[config.mk]
export PLATFORM = sky130hd
export DESIGN_NAME = apb_regs
export DESIGN_NICKNAME = d
export VERILOG_FILES = /design/src/common/cnn_pkg.sv /design/src/design/apb_regs.sv
export SDC_FILE = /design/constraint.sdc
export NUM_CORES = 1
export LEC_CHECK = 0
export ABC_AREA = 0
export BUFFER_PORTS_ARGS = -buffer_cell sky130_fd_sc_hd__buf_2
export CAP_MARGIN = 20
export CORE_MARGIN = 4
export CORE_UTILIZATION = 40
export CTS_CLUSTER_DIAMETER = 120
export DETAILED_ROUTE_END_ITERATION = 12
export GPL_TIMING_DRIVEN = 0
export MAX_ROUTING_LAYER = met4
export PLACE_DENSITY = 0.79
export SYNTH_ARGS = -nofsm -noshare
export SYNTH_HDL_FRONTEND = slang
export SYNTH_SLANG_ARGS = --single-unit
[constraint.sdc]
create_clock -name clk -period 1.65 [get_ports clk]
set_input_delay 0.0825 -clock clk [delete_from_list [all_inputs] [get_ports clk]]
set_output_delay 0.0825 -clock clk [all_outputs]
set_load 0.01 [all_outputs]
[src/common/cnn_pkg.sv]
package cnn_pkg;

  // one weight or pixel is a signed byte.
  localparam int data_len = 8;
  localparam int taps = 9;
  localparam int rows_per_bank = 4;
  localparam int phase_count = 8;
  localparam int layer_stride = 32;
  localparam int phase_stride = 4;
  localparam int mem_depth = 160;
  localparam int addr_len = 8;
  localparam int acc_len = 20;

  localparam int word_len = taps * data_len;
  localparam int bank_len = rows_per_bank * word_len;
  localparam int prod_len = 2 * data_len;
  localparam int phase_len = $clog2(phase_count);
  localparam int lane_len = 3 * data_len;
  localparam int apb_data_len = 32;

  // register map.
  localparam logic [addr_len-1:0] reg_ctrl = 8'h00;
  localparam logic [addr_len-1:0] reg_status = 8'h04;
  localparam logic [addr_len-1:0] reg_waddr = 8'h08;
  localparam logic [addr_len-1:0] reg_wlane0 = 8'h10;
  localparam logic [addr_len-1:0] reg_wlane1 = 8'h14;
  localparam logic [addr_len-1:0] reg_wlane2 = 8'h18;
  localparam logic [addr_len-1:0] reg_pix0 = 8'h20;
  localparam logic [addr_len-1:0] reg_pix1 = 8'h24;
  localparam logic [addr_len-1:0] reg_pix2 = 8'h28;
  localparam logic [addr_len-1:0] reg_res0 = 8'h30;
  localparam logic [addr_len-1:0] reg_res1 = 8'h34;
  localparam logic [addr_len-1:0] reg_res2 = 8'h38;
  localparam logic [addr_len-1:0] reg_res3 = 8'h3C;

  // codes 5 to 7 are not layers and are refused at the register port.
  typedef enum logic [2:0] {
    LAYER0 = 3'd0,
    LAYER1 = 3'd1,
    LAYER2 = 3'd2,
    LAYER3 = 3'd3,
    AFFINE = 3'd4
  } layer_e;

  typedef enum logic [1:0] {
    IDLE,
    LOAD,
    MAC,
    DONE
  } seq_state_e;

  typedef struct packed {
    logic [addr_len-1:0] paddr;
    logic psel;
    logic penable;
    logic pwrite;
    logic [apb_data_len-1:0] pwdata;
  } apb_req_t;

  typedef struct packed {
    logic [apb_data_len-1:0] prdata;
    logic pready;
    logic pslverr;
  } apb_rsp_t;

  typedef struct packed {
    layer_e layer;
    logic [phase_len-1:0] phase;
  } job_t;

  typedef struct packed {
    logic en;
    logic [addr_len-1:0] addr;
    logic [word_len-1:0] data;
  } weight_wr_t;

  typedef struct packed {
    logic signed [acc_len-1:0] sum3;
    logic signed [acc_len-1:0] sum2;
    logic signed [acc_len-1:0] sum1;
    logic signed [acc_len-1:0] sum0;
  } mac_result_t;

endpackage

[src/design/apb_regs.sv]
module apb_regs (
  input  logic                          clk,
  input  logic                          arst_n,
  input  cnn_pkg::apb_req_t             req,
  output cnn_pkg::apb_rsp_t             rsp,
  input  logic                          busy,
  input  logic                          done_pulse,
  input  cnn_pkg::mac_result_t          result,
  output logic                          start,
  output cnn_pkg::job_t                 job,
  output cnn_pkg::weight_wr_t           wr,
  output logic [cnn_pkg::word_len-1:0]  pixels
);

  import cnn_pkg::*;

  logic access;
  logic mapped;
  logic ctrl_hit;
  logic layer_bad;
  logic err;
  logic write_ok;
  logic [apb_data_len-1:0] rdata;

  job_t ctrl_q;
  logic done_q;
  logic [addr_len-1:0] waddr;
  logic [lane_len-1:0] lane0, lane1, lane2;
  logic [lane_len-1:0] pix0, pix1, pix2;

  assign access = req.psel && req.penable;

  always_comb begin
    case (req.paddr)
      reg_ctrl, reg_status, reg_waddr,
      reg_wlane0, reg_wlane1, reg_wlane2,
      reg_pix0, reg_pix1, reg_pix2,
      reg_res0, reg_res1, reg_res2, reg_res3: mapped = 1'b1;
      default: mapped = 1'b0;
    endcase
  end

  assign ctrl_hit = (req.paddr == reg_ctrl);
  assign layer_bad = (req.pwdata[2:0] > 3'(AFFINE));
  assign err = access && (!mapped || (req.pwrite && ctrl_hit && (layer_bad || busy)));
  assign write_ok = access && req.pwrite && !err;

  assign start = write_ok && ctrl_hit;
  assign job = '{layer: layer_e'(req.pwdata[2:0]), phase: req.pwdata[6:4]};

  // the lane 2 write completes the word and commits it.
  assign wr = '{
    en:   write_ok && (req.paddr == reg_wlane2),
    addr: waddr,
    data: {req.pwdata[lane_len-1:0], lane1, lane0}
  };

  assign pixels = {pix2, pix1, pix0};

  always_ff @(posedge clk or negedge arst_n) begin
    if (!arst_n) begin
      ctrl_q <= '0;
      waddr <= '0;
      lane0 <= '0;
      lane1 <= '0;
      lane2 <= '0;
      pix0 <= '0;
      pix1 <= '0;
      pix2 <= '0;
    end else if (write_ok) begin
      case (req.paddr)
        reg_ctrl: ctrl_q <= job;
        reg_waddr: waddr <= req.pwdata[addr_len-1:0];
        reg_wlane0: lane0 <= req.pwdata[lane_len-1:0];
        reg_wlane1: lane1 <= req.pwdata[lane_len-1:0];
        reg_wlane2: begin
          lane2 <= req.pwdata[lane_len-1:0];
          waddr <= waddr + 1'b1;
        end
        reg_pix0: pix0 <= req.pwdata[lane_len-1:0];
        reg_pix1: pix1 <= req.pwdata[lane_len-1:0];
        reg_pix2: pix2 <= req.pwdata[lane_len-1:0];
        default: ;
      endcase
    end
  end

  // done is sticky until the next accepted start.
  always_ff @(posedge clk or negedge arst_n) begin
    if (!arst_n) begin
      done_q <= 1'b0;
    end else if (start) begin
      done_q <= 1'b0;
    end else if (done_pulse) begin
      done_q <= 1'b1;
    end
  end

  always_comb begin
    rdata = '0;
    case (req.paddr)
      reg_ctrl: begin
        rdata[2:0] = ctrl_q.layer;
        rdata[6:4] = ctrl_q.phase;
      end
      reg_status: rdata[1:0] = {done_q, busy};
      reg_waddr: rdata[addr_len-1:0] = waddr;
      reg_wlane0: rdata[lane_len-1:0] = lane0;
      reg_wlane1: rdata[lane_len-1:0] = lane1;
      reg_wlane2: rdata[lane_len-1:0] = lane2;
      reg_pix0: rdata[lane_len-1:0] = pix0;
      reg_pix1: rdata[lane_len-1:0] = pix1;
      reg_pix2: rdata[lane_len-1:0] = pix2;
      reg_res0: rdata = apb_data_len'(result.sum0);
      reg_res1: rdata = apb_data_len'(result.sum1);
      reg_res2: rdata = apb_data_len'(result.sum2);
      reg_res3: rdata = apb_data_len'(result.sum3);
      default: rdata = '0;
    endcase
  end

  assign rsp = '{prdata: rdata, pready: 1'b1, pslverr: err};

endmodule

==> key figures <==
Setup path
  • Startpoint Class: flip-flop
  • Slowest CP cell: mux4_2
  • Setup crit end kind: output port
  • Crit-path max FO: 2
  • Critical-path cell list: mux4_2 > nand2_1 > o21ai_1 > a221o_1 > buf_6
  • Worst path bufs/invs: 1
  • Worst path top cell family by delay: multiplexers
  • Critical Path RT: 1.57 ns
  • CP arrival: 1.89 ns
  • Max stage delay on crit path: 0.47 ns
  • Crit path kind: flip-flop to output port

STA
  • Worst relative slew slack: 0.636
  • Final hold violation count: 0
  • Minimum clock period: 1.98 ns
  • Final Setup Violations: 75
  • Fin worst setup slack: -0.326 ns
  • Worst clock skew: 0.00728 ns
  • Fin. max-slew vios: 0
  • Fmax: 0.506 GHz
  • RSZ-0062 raised after global routing: yes
  • Final cycle utilization of the critical path: 1.20
  • Worst Max-Slew Pin Slew: 0.542 ns

Place
  • Buffers on Ports: 307
  • Area post-placement: 11100 um2
  • Dpl cells: 1335
  • Placer Congestion: 0.940
  • Post-DP HPWL: 27100 um

Flow run
  • Max cap viols: 0

CTS
  • Clk buf depth: 2
  • Num CTS Buffers: 17
  • Clk sink count: 159
  • Clk_lat worst skew: 0.44 ns
  • H-tree lvl count: 4
  • Root Driver: clkbuf_16
  • TritonCTS clock tree: done
  • CTS clock-pin slew for the worst setup and hold paths: 0.07 ns

Detailed routing
  • DR vias/cell: 6.19
  • Max Used Layer: met4
  • Drt pass-1 iters: 7
  • WL met2: 19600 um
  • DR vias: 9184
  • Wire length on met3: 3960 um
  • Routed WL: 42200 um
  • DRC Markers: 0
  • DR WL/cell: 28.5 um
  • DRT iter0 DRCs: 986
  • Antenna Nets Post-Route: 0
  • Routed length on met1: 16300 um

Die
  • Core box area: 21800 um2
  • Die Ht: 157 um
  • Initial Utilization: 0.406
  • Die width: 157 um
  • Die ar.: 24500 um2
  • # rows: 54
  • Io pins: 321

GRT
  • Gr usage total: 0.333
  • Initial antenna violation count: 0
  • Gr ovfl total: 0
  • First-pass GRT wire length: 58000 um
  • Largest net degree at the start of global routing: 102
  • Vias in the first global route: 8934

Power
  • Peak supply drop: 0.690 mV
  • Cell leakage power: 7.18 nW
  • PD cells: 675 nW/um2

Synthesis
  • Prevailing post-synth register cell: dfrtp_1
  • Synthesized instance count: 746
  • Ys async rst share: 1.00
  • Post-synthesis sequential area ratio: 0.451
  • Post-synth EDFFs: 0
  • Synthesis Warnings: 0
  • Synth Cell Area: 8820 um2
  • Synth Area per Inst: 11.8 um2
  • Seq cells post-synth: 159
  • Net Count, Synth: 874
  • Post-synth cell types: 67

Cells and area
  • Most frequent cells in the layout: 298 x buf_2, 155 x dfrtp_1, 133 x mux2_2
  • Nets@finish: 1318
  • Area delta synth->final: 57.2%
  • # fillers: 1657
  • Non-filler cells, final: 1483
  • ANT cells: 0
  • Layout cells sized above 1: 0.663
  • Final instance area: 13900 um2
  • Commonest non-fill, non-tap cell in the layout: buf_2

Run status
  • Violated checks: setup timing
  • Outcome: finished with violations

Hold path
  • Hold Path Class: primary input to flip-flop
==> state kept, by name, summed over array words and instances (netlist names) <==
| signal | flops |
|---|---|
| ctrl_q | 6 |
| lane0 | 24 |
| done_q | 1 |
| pix1 | 24 |
| waddr | 8 |
| lane2 | 24 |
| pix2 | 24 |
| lane1 | 24 |
| pix0 | 24 |
==> final timing paths <==
kind / startpoint / endpoint / slack [ns] / cells past startpoint
worst max-delay path: lane0[15] / rsp[17] / -0.33 / 5
worst min-delay path: req[14] / lane1[14] / 0.0005 / 2
worst max register to register: waddr[0] / waddr[4] / 0.11 / 5
worst min register to register: lane2[18] / lane2[18] / 0.51 / 1
max in group asynchronous: arst_n / pix1[20] / 0.59 / 3
min in group asynchronous: arst_n / lane1[1] / 0.16 / 2
==> routing by layer <==
| layer | track usage | vias to the layer above |
|---|---|---|
| met5 | - | - |
| met4 | 0.147 | 0 |
| met3 | 0.0788 | 186 |
| met2 | 0.523 | 671 |
| met1 | 0.412 | 4610 |
| li1 | - | 3717 |
==> repair_timing <==
action,4_1_cts,5_1_grt
cloned,3,5
endpoints found under the hold margin,141,0
gates resized for setup,200,93
setup buffers,59,40
endpoints found under the setup margin,189,157
pin swaps,58,36
hold buffers,16,0
==> kinds of logic after synthesis <==
logic type,Yosys count,share of synthesized area
AO/OA/AOI/OAI,132,0.113
adder cells (fa/ha/maj),1,0.00142
buffers and inverters,101,0.0684
flip-flops,159,0.451
multiplexers,205,0.265
other,1,0.000425
AND/OR/NAND/NOR,147,0.102
==> synthesized netlist by cell type (5+ instances only) <==
cell	instances	share of area
mux2_2	163	0.21
dfrtp_1	159	0.45
buf_4	41	0.035
mux2i_1	34	0.039
clkbuf_1	31	0.013
a21oi_1	24	0.014
a22oi_1	24	0.020
nand3_1	21	0.012
nand2_1	20	0.0085
nor2_1	19	0.0081
nor3_1	13	0.0074
o211ai_1	13	0.011
and3_1	12	0.0085
o21ai_0	10	0.0057
nand3b_1	9	0.0077
a22o_1	8	0.0079
buf_2	8	0.0045
buf_6	8	0.010
a32oi_1	7	0.0069
buf_1	7	0.0030
inv_1	6	0.0026
mux4_2	6	0.015
nor2b_1	6	0.0043
o22ai_1	6	0.0043
o32ai_1	6	0.0060
a222oi_1	5	0.0057
nand3_2	5	0.0057
o2bb2ai_1	5	0.0050
==> worst reg2reg max path, cell delays in order, from the launching register on <==
cell     delay (ns)
dfrtp_2        0.44
ha_1           0.23
nand3_1        0.14
or3_1          0.37
o22ai_1        0.14
a21oi_1        0.09
==> final cells by class <==
class,count,area (um2),share of cell area
Multi-Input combinational cell,486,4930,0.356
Sequential cell,159,3980,0.287
Timing Repair Buffer,431,2880,0.207
Buffer,89,1100,0.0791
Clock buffer,18,439,0.0317
Tap cell,280,350,0.0253
Clock inverter,14,156,0.0113
Inverter,6,27.5,0.00199
==> power breakdown <==
part	switching (mW)	internal [mW]
logic	0.720	0.586
registers	0.0235	3.92
clock network	1.82	2.29
total	2.56	6.80
==> metrics by stage <==
stage / hold slack [ns] / power (mW) / setup TNS, ns / utilization / setup WS (ns)
final: 0.000463 / 9.36 / -5.16 / 0.637 / -0.326
after global routing: 0.0374 / 9.60 / -6.71 / 0.637 / -0.370
after CTS: 0.000951 / 9.23 / -3.13 / 0.603 / -0.342
after detailed placement: 0.0410 / 4.97 / -211.44 / 0.508 / -1.69
after global placement: 0.315 / 4.94 / -520.32 / 0.505 / -1.97
after floorplan: -0.213 / 4.42 / -29.22 / - / -0.337
(Power assumes the default switching activity.)
