**config.mk**
```make
export PLATFORM = sky130hd
export DESIGN_NAME = layer_sequencer
export DESIGN_NICKNAME = d
export VERILOG_FILES = /design/src/common/cnn_pkg.sv /design/src/design/layer_sequencer.sv
export SDC_FILE = /design/constraint.sdc
export NUM_CORES = 1
export LEC_CHECK = 0
export BUFFER_PORTS_ARGS = -buffer_cell sky130_fd_sc_hd__buf_2
export CAP_MARGIN = 10
export CELL_PAD_IN_SITES_DETAIL_PLACEMENT = 1
export CELL_PAD_IN_SITES_GLOBAL_PLACEMENT = 1
export CORE_AREA = 5 5 42 44
export CTS_BUF_LIST = sky130_fd_sc_hd__clkbuf_16
export DETAILED_ROUTE_END_ITERATION = 7
export DIE_AREA = 0 0 47 49
export GPL_TIMING_DRIVEN = 0
export PLACE_DENSITY = 0.81
export SYNTH_ARGS = -nofsm -noshare
export SYNTH_HDL_FRONTEND = slang
export SYNTH_SLANG_ARGS = --single-unit
```
**constraint.sdc**
```tcl
create_clock -name clk -period 4.8 [get_ports clk]
set_clock_uncertainty 0.2 [all_clocks]
set_input_delay 0.48 -clock clk [delete_from_list [all_inputs] [get_ports clk]]
set_output_delay 0.48 -clock clk [all_outputs]
set_load 0.05 [all_outputs]
```
**src/common/cnn_pkg.sv**
```systemverilog
package cnn_pkg;

  // one weight or pixel is a signed byte.
  localparam int data_len = 8;
  localparam int taps = 9;
  localparam int rows_per_bank = 4;
  localparam int phase_count = 8;
  localparam int layer_stride = 32;
  localparam int phase_stride = 4;
  localparam int mem_depth = 160;
  localparam int addr_len = 8;
  localparam int acc_len = 20;

  localparam int word_len = taps * data_len;
  localparam int bank_len = rows_per_bank * word_len;
  localparam int prod_len = 2 * data_len;
  localparam int phase_len = $clog2(phase_count);
  localparam int lane_len = 3 * data_len;
  localparam int apb_data_len = 32;

  // register map.
  localparam logic [addr_len-1:0] reg_ctrl = 8'h00;
  localparam logic [addr_len-1:0] reg_status = 8'h04;
  localparam logic [addr_len-1:0] reg_waddr = 8'h08;
  localparam logic [addr_len-1:0] reg_wlane0 = 8'h10;
  localparam logic [addr_len-1:0] reg_wlane1 = 8'h14;
  localparam logic [addr_len-1:0] reg_wlane2 = 8'h18;
  localparam logic [addr_len-1:0] reg_pix0 = 8'h20;
  localparam logic [addr_len-1:0] reg_pix1 = 8'h24;
  localparam logic [addr_len-1:0] reg_pix2 = 8'h28;
  localparam logic [addr_len-1:0] reg_res0 = 8'h30;
  localparam logic [addr_len-1:0] reg_res1 = 8'h34;
  localparam logic [addr_len-1:0] reg_res2 = 8'h38;
  localparam logic [addr_len-1:0] reg_res3 = 8'h3C;

  // codes 5 to 7 are not layers and are refused at the register port.
  typedef enum logic [2:0] {
    LAYER0 = 3'd0,
    LAYER1 = 3'd1,
    LAYER2 = 3'd2,
    LAYER3 = 3'd3,
    AFFINE = 3'd4
  } layer_e;

  typedef enum logic [1:0] {
    IDLE,
    LOAD,
    MAC,
    DONE
  } seq_state_e;

  typedef struct packed {
    logic [addr_len-1:0] paddr;
    logic psel;
    logic penable;
    logic pwrite;
    logic [apb_data_len-1:0] pwdata;
  } apb_req_t;

  typedef struct packed {
    logic [apb_data_len-1:0] prdata;
    logic pready;
    logic pslverr;
  } apb_rsp_t;

  typedef struct packed {
    layer_e layer;
    logic [phase_len-1:0] phase;
  } job_t;

  typedef struct packed {
    logic en;
    logic [addr_len-1:0] addr;
    logic [word_len-1:0] data;
  } weight_wr_t;

  typedef struct packed {
    logic signed [acc_len-1:0] sum3;
    logic signed [acc_len-1:0] sum2;
    logic signed [acc_len-1:0] sum1;
    logic signed [acc_len-1:0] sum0;
  } mac_result_t;

endpackage

```
**src/design/layer_sequencer.sv**
```systemverilog
module layer_sequencer (
  input  logic           clk,
  input  logic           arst_n,
  input  logic           start,
  input  cnn_pkg::job_t  job_in,
  input  logic           bank_valid,
  input  logic           mac_done,
  output logic           load,
  output cnn_pkg::job_t  job,
  output logic           mac_start,
  output logic           busy,
  output logic           done_pulse
);

  import cnn_pkg::*;

  seq_state_e state;

  always_ff @(posedge clk or negedge arst_n) begin
    if (!arst_n) begin
      state <= IDLE;
    end else begin
      case (state)
        IDLE: begin
          if (start) begin
            state <= LOAD;
          end
        end
        LOAD: begin
          if (bank_valid) begin
            state <= MAC;
          end
        end
        MAC: begin
          if (mac_done) begin
            state <= DONE;
          end
        end
        default: state <= IDLE;
      endcase
    end
  end

  // the job is held for the whole run so the bank address stays put.
  always_ff @(posedge clk) begin
    if ((state == IDLE) && start) begin
      job <= job_in;
    end
  end

  assign load = (state != IDLE);
  assign busy = (state != IDLE);
  // valid only rises once per load, and the state moves on the same edge.
  assign mac_start = (state == LOAD) && bank_valid;
  assign done_pulse = (state == DONE);

endmodule

```
==> impl_results.md, run 1 <==
- Iter 0 DRT Violations: 2
- R2r worst-path depth: 4
- Pwr/cell area: 750.6 nW/um2
- # resized after CTS: 0
- GRT overflow: 0
- Height of the die: 49 um
- Compound-Gate Fraction of Synth Area: 0.04714
- Final setup fails: 0
- Worst Max-Slew Pin Slew: 0.4647 ns
- Post-route ant nets: 0
- Post-synthesis cell count: 26
- Clk sink count: 8
- Worst setup margin: 2.705 ns
- Fin Setup TNS: 0 ns
- Ratio of cells with drive above 1 in the final layout: 0.4800
- Largest family of logic cells by synthesized area: adder cells
- GRT Total Usage: 0.08541
- Max stage delay on crit path: 0.40 ns
- CORE AREA: 1401 um2
- RSZ-0062 raised after global routing: false
- Synth Register Bits: 8
- FP Rows: 14
- Fin crit share: 0.4365
- IO Count: 21
- R2r startpoint: state[0]$_DFFE_PN0P_
- Multiplexer share of the synthesized area: 0.05724
- Peak VDD IR: 0.3884 mV
- H-Tree Level Count: 1
- Xor/xnor cell area share of the yosys netlist: 0
- NetSw: 174.3 uW
- Highest clock rate: 0.4773 GHz
- Clock share of power: 0.317
- MaxCap Viol Count: 0
- Synthesized cell area: 371.6 um2
- DR DRC count: 0
- First-pass GRT wire length: 1242 um
- Hold EP: job[5]$_DFFE_PP_
- CP dominant cell by count: inv_1
- Sequential share of power: 0.253
- Antenna cells: 0
- Min Tclk post-route: 2.095 ns
- Int Power: 258.6 uW
- Area grow syn2layout: 55.22%
- DR top layer: met4
- Req. time, crit path: 4.12 ns
- CTS buffer count: 3
- Post-Synth Adder-Cell Area: 0.1684
- DIE AREA: 2303 um2
- Via-per-instance ratio: 4.303
- Crit-path slowest cell: dfrtp_1
- R2R Setup Slk: 2.92 ns
- CP endpoint kind: output pin
- Initial antenna violation count: 0
- Simple-Gate Fraction of Synth Area: 0.02694
- M1 WL: 256 um
- Number of global-route vias before repair: 294
- EDFF count, synth: 6
- Metal3 WL: 60 um
- Total number of vias: 284
- Post-synth net total: 42
- Crit Path Class: flip-flop to output pin
- Top-area cell type share of the netlist area: 0.4848
- Post-synth ARST share: 0.2500
- Gate power share: 0.429
- RR Endpoint: state[1]$_DFFE_PN0P_
- Starting density of the core: 0.2652
- Worst path arrival time: 1.42 ns
- Sw Share: 0.4026
- Final layout net count: 68
- Final Hold Vio Count: 0
- Hpwl dp: 654.5 um
- TritonCTS clock tree: done
- IO Port Bufs: 20
- Final hold slack: 0.2259 ns
- Skew-Pair Late Insertion Delay: 0.23 ns
- Root Driver: clkbuf_16
- Pin count of the biggest net entering global routing: 7
- Slew headroom: 0.6891
- Drt first pass iters: 2
- Main synth FF type: edfxtp_1
- Worst Hold Depth: 1
- Lkg Pwr: 0.2936 nW
- Worst hold path type: input port to flip-flop
- Dpl ws: 2.899 ns
- Hold Startpoint: job_in[5]
- Final WL: 775 um
- Clk slew on worst S/H paths: 0.03 ns
- Routed WL per cell: 11.74 um
- Yosys synthesis warning count: 0
- Critical Path Source Type: flip-flop
- WL met2: 423 um
- Crit path max fanout: 4
- Cell accounting for the most synthesized area: edfxtp_1
- Die width: 47 um
- Dominant cells by area after synthesis: edfxtp_1, ha_1, dfrtp_1
- Final Core Density: 0.4116
- Clock buffer depth: 2
- Crit-path cells: inv_1 > ha_1 > inv_1 > buf_4 > buf_2
- Status: complete, no violations
- Synth cell types: 11
- Synth cell count leaders: edfxtp_1, inv_1, ha_1
- GPL Wtd Cong: 0.7173
- Sequential fraction of the synthesis area: 0.6195
- Syn_area_per_cell: 14.29 um2
- Max-slew violations: 0
## power by group through the flow
stage,Clock (mW),Sequential [mW],Combinational [mW]
after floorplan,0,0.137,0.122
after global placement,0,0.110,0.183
after detailed placement,0,0.111,0.187
after CTS,0.141,0.110,0.189
after global routing,0.147,0.111,0.200
final,0.137,0.110,0.186
## per-stage QoR
stage	total power [mW]	area (um2)	cells
final	0.4330	576.8	66
after global routing	0.4590	576.8	66
after CTS	0.4398	576.8	66
after detailed placement	0.2984	491.7	62
after global placement	0.2932	491.7	62
after floorplan	0.2584	371.6	26
## worst max-delay path, delay by kind of cell, from the launching register on
family | cells | cell delay, ns
buffers and inverters | 4 | 0.55
adders and majority gates | 1 | 0.24
DFF | 1 | 0.40
## worst max path at each step
stage | to | slack (ns) | from | cells past startpoint
2_1_floorplan | load | 2.84 | state[0]$_DFFE_PN0P_ | 4
3_3_place_gp | state[1]$_DFFE_PN0P_ | 2.91 | state[0]$_DFFE_PN0P_ | 4
3_5_place_dp | state[1]$_DFFE_PN0P_ | 2.90 | state[0]$_DFFE_PN0P_ | 4
4_1_cts | load | 2.67 | state[0]$_DFFE_PN0P_ | 5
5_1_grt | load | 2.61 | state[0]$_DFFE_PN0P_ | 5
6_report | load | 2.70 | state[0]$_DFFE_PN0P_ | 5
## state kept, by name, summed over array words and instances, names as in the netlist
name,cells
job,6
state,2
## logic make-up after synthesis
logic type,after synthesis
muxes,2
adders and majority gates,5
and+or+nand+nor,2
buffers and inverters,7
AOI/OAI and AO/OA,2
DFF,8
## metal layers
layer / GRT usage / up-vias
met3: 0.05535 / 4
met5: 0 / -
met2: 0.1357 / 12
li1: - / 136
met4: 0.08295 / 0
met1: 0.06136 / 132
## layout by cell type, fill, tap and decap left out
cell type / netlist / routed
buf_2: 0 / 20
inv_1: 6 / 6
edfxtp_1: 6 / 6
ha_1: 5 / 5
clkbuf_16: 0 / 3
dfrtp_1: 2 / 2
nor2_1: 1 / 1
and2_1: 1 / 1
a222oi_1: 1 / 1
mux2_1: 1 / 1
o21bai_1: 1 / 1
mux2i_1: 1 / 1
buf_4: 1 / 1
dlygate4sd3_1: 0 / 1
## area by class of cell
cell class / count / area, um2
buffer: 1 / 7.507
clock buffer: 3 / 75.07
fill: 168 / 824.5
inverter: 6 / 22.52
multi-input combinational: 11 / 111.4
sequential: 8 / 230.2
tap: 16 / 20.02
timing repair buffer: 21 / 110.1
## repair_timing
item / 4_1_cts / 5_1_grt
buffers inserted: 0 / 0
hold endpoints to repair: 2 / 0
hold buffers: 1 / 0
Note: power is estimated with default switching activity, not from simulation.
==> inputs of run 2 (changes only) <==
--- a/config.mk
+++ b/config.mk
@@ -9,10 +9,10 @@
 export CAP_MARGIN = 10
 export CELL_PAD_IN_SITES_DETAIL_PLACEMENT = 1
 export CELL_PAD_IN_SITES_GLOBAL_PLACEMENT = 1
-export CORE_AREA = 5 5 42 44
+export CORE_MARGIN = 5
+export CORE_UTILIZATION = 27
 export CTS_BUF_LIST = sky130_fd_sc_hd__clkbuf_16
 export DETAILED_ROUTE_END_ITERATION = 7
-export DIE_AREA = 0 0 47 49
 export GPL_TIMING_DRIVEN = 0
 export PLACE_DENSITY = 0.81
 export SYNTH_ARGS = -nofsm -noshare
==> constraint.sdc (replaced) <==
create_clock -name clk -period 1.8 [get_ports clk]
set_clock_uncertainty 0.2 [all_clocks]
set_input_delay 0.18 -clock clk [delete_from_list [all_inputs] [get_ports clk]]
set_output_delay 0.18 -clock clk [all_outputs]
set_load 0.05 [all_outputs]
==> impl_results.md, run 2 (same netlist as run 1, synthesis figures left out) <==
- Status: complete, no violations
- Most flops, register: job
- Hpwl dp: 752.9 um
- Iter 0 DRT Violations: 2
- IO Count: 21
- Dpl ws: -0.1541 ns
- Worst Max-Slew Pin Slew: 0.2860 ns
- Starting density of the core: 0.2856
- Critical Path Source Type: flip-flop
- Final Core Density: 0.5413
- IO Port Bufs: 20
- Final WL: 1149 um
- TritonCTS clock tree: done
- Worst setup margin: 0.04600 ns
- Req. time, crit path: 1.71 ns
- Final hold slack: 0.05598 ns
- Crit path max fanout: 4
- Fin Setup TNS: 0 ns
- Largest regs: job x6, state x2
- GRT met1 Usage: 0.1030
- Final Instance Count excl. Fillers: 77
- GRT Total Usage: 0.1236
- Height of the die: 47.10 um
- Initial antenna violation count: 0
- Pin count of the biggest net entering global routing: 7
- Max-slew violations: 0
- Clk slew on worst S/H paths: 0.04 ns
- DR DRC count: 0
- MaxCap Viol Count: 0
- Final layout net count: 79
- Area grow syn2layout: 89.56%
- Worst hold path type: input port to async pin
- Crit Path Class: flip-flop to flip-flop
- CP endpoint kind: flip-flop
- Met3 usage: 0.03831
- Via-per-instance ratio: 4.455
- Final Hold Vio Count: 0
- RSZ-0062 raised after global routing: true
- Placed inst area: 493.0 um2
- Worst path arrival time: 1.67 ns
- Met2 Use GR: 0.2249
- Clock buffer depth: 2
- CTS buffer count: 3
- Max reg flops: 6
- Min Tclk post-route: 1.754 ns
- Skew-Pair Late Insertion Delay: 0.23 ns
- Fin crit share: 0.9744
- Drt first pass iters: 4
- Ratio of cells with drive above 1 in the final layout: 0.5806
- Antenna cells: 0
- DIE AREA: 2218 um2
- Placed Cells: 61
- Busiest grt layer: met2
- Lkg Pwr: 0.3486 nW
- Number of global-route vias before repair: 393
- Highest clock rate: 0.5701 GHz
- GPL Wtd Cong: 0.7664
- Total power: 1.366 mW
- Most frequent cells in the layout: buf_2, dlygate4sd3_1, edfxtp_1
- Total number of vias: 343
- Peak VDD IR: 0.9877 mV
- First-pass GRT wire length: 1711 um
- GRT overflow: 0
- Die width: 47.10 um
- FP Rows: 13
- H-Tree Level Count: 1
- FILL cells: 150
- Routed WL per cell: 14.92 um
- Root Driver: clkbuf_16
- Final instance area: 704.4 um2
- Slew headroom: 0.8091
- Final setup fails: 0
- Commonest non-fill, non-tap cell in the layout: buf_2
- Pwr/cell area: 1940 nW/um2
- Clk sink count: 8
- CORE AREA: 1301 um2
- Post-route ant nets: 0
## run 2: worst max-delay path, cell delays in order, from the launching register on
cell and delay [ns]:
dfrtp_1 0.41, buf_6 0.14, ha_2 0.17, a222oi_1 0.24
buf_4 0.18, mux2_4 0.29
## run 2: per-layer routing
metal | wire length (um) | part of all wire | up-vias
met4 | 47 | 0.041 | 0
met2 | 546 | 0.48 | 25
met1 | 423 | 0.37 | 155
met5 | 0 | 0 | -
li1 | - | - | 157
met3 | 132 | 0.11 | 6
## run 2: what timing repair did
action | CTS | global route
hold endpoints to repair | 8 | 0
pin swaps | 1 | 2
setup buffers | 4 | 1
cloned | 0 | 0
setup endpoints to repair | 3 | 3
hold buffers | 7 | 0
resized for setup | 1 | 7
## run 2: final cells by class
type,count,area (um2),area share
clock inverters,1,3.754,0.005329
multi-input cells,11,135.1,0.1918
flip-flops and latches,8,230.2,0.3268
plain buffers,1,7.507,0.01066
clock buffers,3,75.07,0.1066
repair buffers,32,211.5,0.3002
inverters,6,22.52,0.03197
well taps,15,18.77,0.02664
## run 2: final timing paths
| path | startpoint | end | slack (ns) | cells past startpoint |
|---|---|---|---|---|
| worst max-delay path | state[1]$_DFFE_PN0P_ | state[1]$_DFFE_PN0P_ | 0.05 | 5 |
| worst min-delay path | arst_n | state[0]$_DFFE_PN0P_ | 0.06 | 2 |
| worst max register to register | state[1]$_DFFE_PN0P_ | state[1]$_DFFE_PN0P_ | 0.05 | 5 |
| worst min register to register | state[0]$_DFFE_PN0P_ | state[0]$_DFFE_PN0P_ | 0.44 | 2 |
| max in group asynchronous | arst_n | state[1]$_DFFE_PN0P_ | 1.25 | 2 |
| min in group clk | start | job[3]$_DFFE_PP_ | 0.21 | 3 |
## run 2: power breakdown
part	total [mW]	switching, mW	internal (mW)
Combinational	0.699	0.420	0.279
Sequential	0.290	0.0331	0.257
Clock	0.377	0.0876	0.289
Total	1.37	0.541	0.825
==> inputs of run 3 (changes only) <==
==> config.mk (replaced) <==
export PLATFORM = sky130hd
export DESIGN_NAME = layer_sequencer
export DESIGN_NICKNAME = d
export VERILOG_FILES = /design/src/common/cnn_pkg.sv /design/src/design/layer_sequencer.sv
export SDC_FILE = /design/constraint.sdc
export NUM_CORES = 1
export LEC_CHECK = 0
export CAP_MARGIN = 10
export CELL_PAD_IN_SITES_DETAIL_PLACEMENT = 1
export CELL_PAD_IN_SITES_GLOBAL_PLACEMENT = 1
export CORE_AREA = 5 5 42 44
export CTS_BUF_LIST = sky130_fd_sc_hd__clkbuf_16
export DETAILED_ROUTE_END_ITERATION = 7
export DIE_AREA = 0 0 47 49
export DONT_BUFFER_PORTS = 1
export GPL_TIMING_DRIVEN = 0
export PLACE_DENSITY = 0.65
export SYNTH_ARGS = -nofsm -noshare
export SYNTH_HDL_FRONTEND = slang
export SYNTH_SLANG_ARGS = --single-unit
==> impl_results.md, run 3 (same netlist as run 1, synthesis figures left out) <==
- Worst path arrival time: 1.44 ns
- R2r worst-path depth: 4
- RSZ-0062 raised after global routing: true
- IO Port Bufs: 0
- CORE AREA: 1401 um2
- Sequential share of power: 0.276
- FILL cells: 152
- R2R Setup Slk: 0 ns
- Final setup fails: 2
- Pin count of the biggest net entering global routing: 7
- MaxCap Viol Count: 0
- Met3 usage: 0.02952
- Area grow syn2layout: 68.35%
- Final WL: 883 um
- Busiest grt layer: met2
- Initial antenna violation count: 0
- CTS buffer count: 3
- NetSw: 515.3 uW
- Clk slew on worst S/H paths: 0.04 ns
- H-Tree Level Count: 1
- First-pass GRT wire length: 1255 um
- Highest clock rate: 0.5502 GHz
- Critical Path Source Type: flip-flop
- Crit Path Class: flip-flop to output pin
- Post-route ant nets: 0
- Final Hold Vio Count: 0
- Hold Startpoint: start
- Worst Hold Depth: 2
- Crit path max fanout: 3
- Worst hold path type: input port to flip-flop
- Iter 0 DRT Violations: 3
- Hold EP: job[1]$_DFFE_PP_
- Min Tclk post-route: 1.817 ns
- Clk sink count: 8
- Drt first pass iters: 2
- Int Power: 793.4 uW
- Height of the die: 49 um
- FP Rows: 14
- Status: complete, but fails checks
- Total power: 1.309 mW
- Final Core Density: 0.4464
- TritonCTS clock tree: done
- Dpl ws: -0.1551 ns
- GRT met1 Usage: 0.06787
- Gate power share: 0.446
- Fin crit share: 1.010
- RR Endpoint: state[1]$_DFFE_PN0P_
- Sw Share: 0.3938
- Placed inst area: 394.1 um2
- Total number of vias: 260
- Slew headroom: 0.6633
- Most frequent cells in the layout: dlygate4sd3_1, edfxtp_1, buf_4
- Largest regs: job x6, state x2
- Root Driver: clkbuf_16
- GRT Total Usage: 0.08102
- Req. time, crit path: 1.42 ns
- IO Count: 21
- DIE AREA: 2303 um2
- Final layout net count: 61
- Lkg Pwr: 0.2689 nW
- Met2 Use GR: 0.1448
- Skew-Pair Late Insertion Delay: 0.23 ns
- Worst setup margin: -0.01749 ns
- Peak VDD IR: 0.6544 mV
- Clock share of power: 0.278
- Worst Max-Slew Pin Slew: 0.5063 ns
- Final instance area: 625.6 um2
- Die width: 47 um
- Most flops, register: job
- Commonest non-fill, non-tap cell in the layout: dlygate4sd3_1
- Pwr/cell area: 2092 nW/um2
- GPL Wtd Cong: 0.6384
- Clock buffer depth: 2
- Final hold slack: 0.08414 ns
- Max reg flops: 6
- Ratio of cells with drive above 1 in the final layout: 0.3721
- Routed WL per cell: 14.97 um
- DR DRC count: 0
- Via-per-instance ratio: 4.407
- Max-slew violations: 0
- Antenna cells: 0
- R2r startpoint: state[0]$_DFFE_PN0P_
- GRT overflow: 0
- Failing checks: setup timing
- Starting density of the core: 0.2652
- Hpwl dp: 629.6 um
- CP endpoint kind: output pin
- Number of global-route vias before repair: 295
-- run 3: cell count changes in the layout (fill, tap and decap cells not counted), sizes merged --
cell,previous run,this run
buf,26,7
clkinvlp,0,1
dlygate4sd3,7,8
inv,7,5
-- run 3: worst max-delay path by stage --
stage	to	cells after the start	from	slack (ns)
2_1_floorplan	state[1]$_DFFE_PN0P_	4	state[0]$_DFFE_PN0P_	0.04
3_3_place_gp	state[1]$_DFFE_PN0P_	4	state[0]$_DFFE_PN0P_	-0.06
3_5_place_dp	state[1]$_DFFE_PN0P_	4	state[0]$_DFFE_PN0P_	-0.16
4_1_cts	load	4	state[0]$_DFFE_PN0P_	-0.03
5_1_grt	load	4	state[0]$_DFFE_PN0P_	-0.07
6_report	load	4	state[0]$_DFFE_PN0P_	-0.02
-- run 3: stage by stage --
step,setup TNS (ns),instances
3_3_place_gp,-0.09209,42
4_1_cts,-0.03215,58
6_report,-0.02238,59
3_5_place_dp,-0.5206,42
5_1_grt,-0.1452,59
2_1_floorplan,0,26
-- run 3: worst max-delay path: stages, from the launching register on --
cell,delay [ns]
dfrtp_1,0.39
inv_2,0.10
ha_4,0.16
clkinvlp_4,0.29
buf_8,0.27
-- run 3: power by group through the flow --
| stage | Sequential [mW] | Combinational, mW | Clock (mW) |
|---|---|---|---|
| after floorplan | 0.364 | 0.329 | 0 |
| after global placement | 0.370 | 0.358 | 0 |
| after detailed placement | 0.377 | 0.374 | 0 |
| after CTS | 0.364 | 0.557 | 0.372 |
| after global routing | 0.366 | 0.628 | 0.380 |
| final | 0.362 | 0.584 | 0.363 |
-- run 3: repair_timing --
action,4_1_cts,5_1_grt
pin swaps,2,1
hold buffers,8,0
endpoints found under the hold margin,8,0
gates resized for setup,8,1
buffers inserted,5,1
setup endpoints to repair,8,8
-- run 3: layout make-up --
| class | instances | area, um2 | share of cell area |
|---|---|---|---|
| plain buffers | 1 | 15.01 | 0.02400 |
| clock buffers | 3 | 75.07 | 0.1200 |
| inverters | 6 | 26.28 | 0.04200 |
| multi-input cells | 11 | 133.9 | 0.2140 |
| flip-flops and latches | 8 | 230.2 | 0.3680 |
| well taps | 16 | 20.02 | 0.03200 |
| repair buffers | 14 | 125.1 | 0.2000 |
-- run 3: routing by layer --
layer / vias up / share of wire / wire length, um
met5: - / 0 / 0
met4: 0 / 0 / 0
met3: 0 / 0.095 / 84
met2: 15 / 0.56 / 492
met1: 124 / 0.35 / 306
li1: 121 / - / -
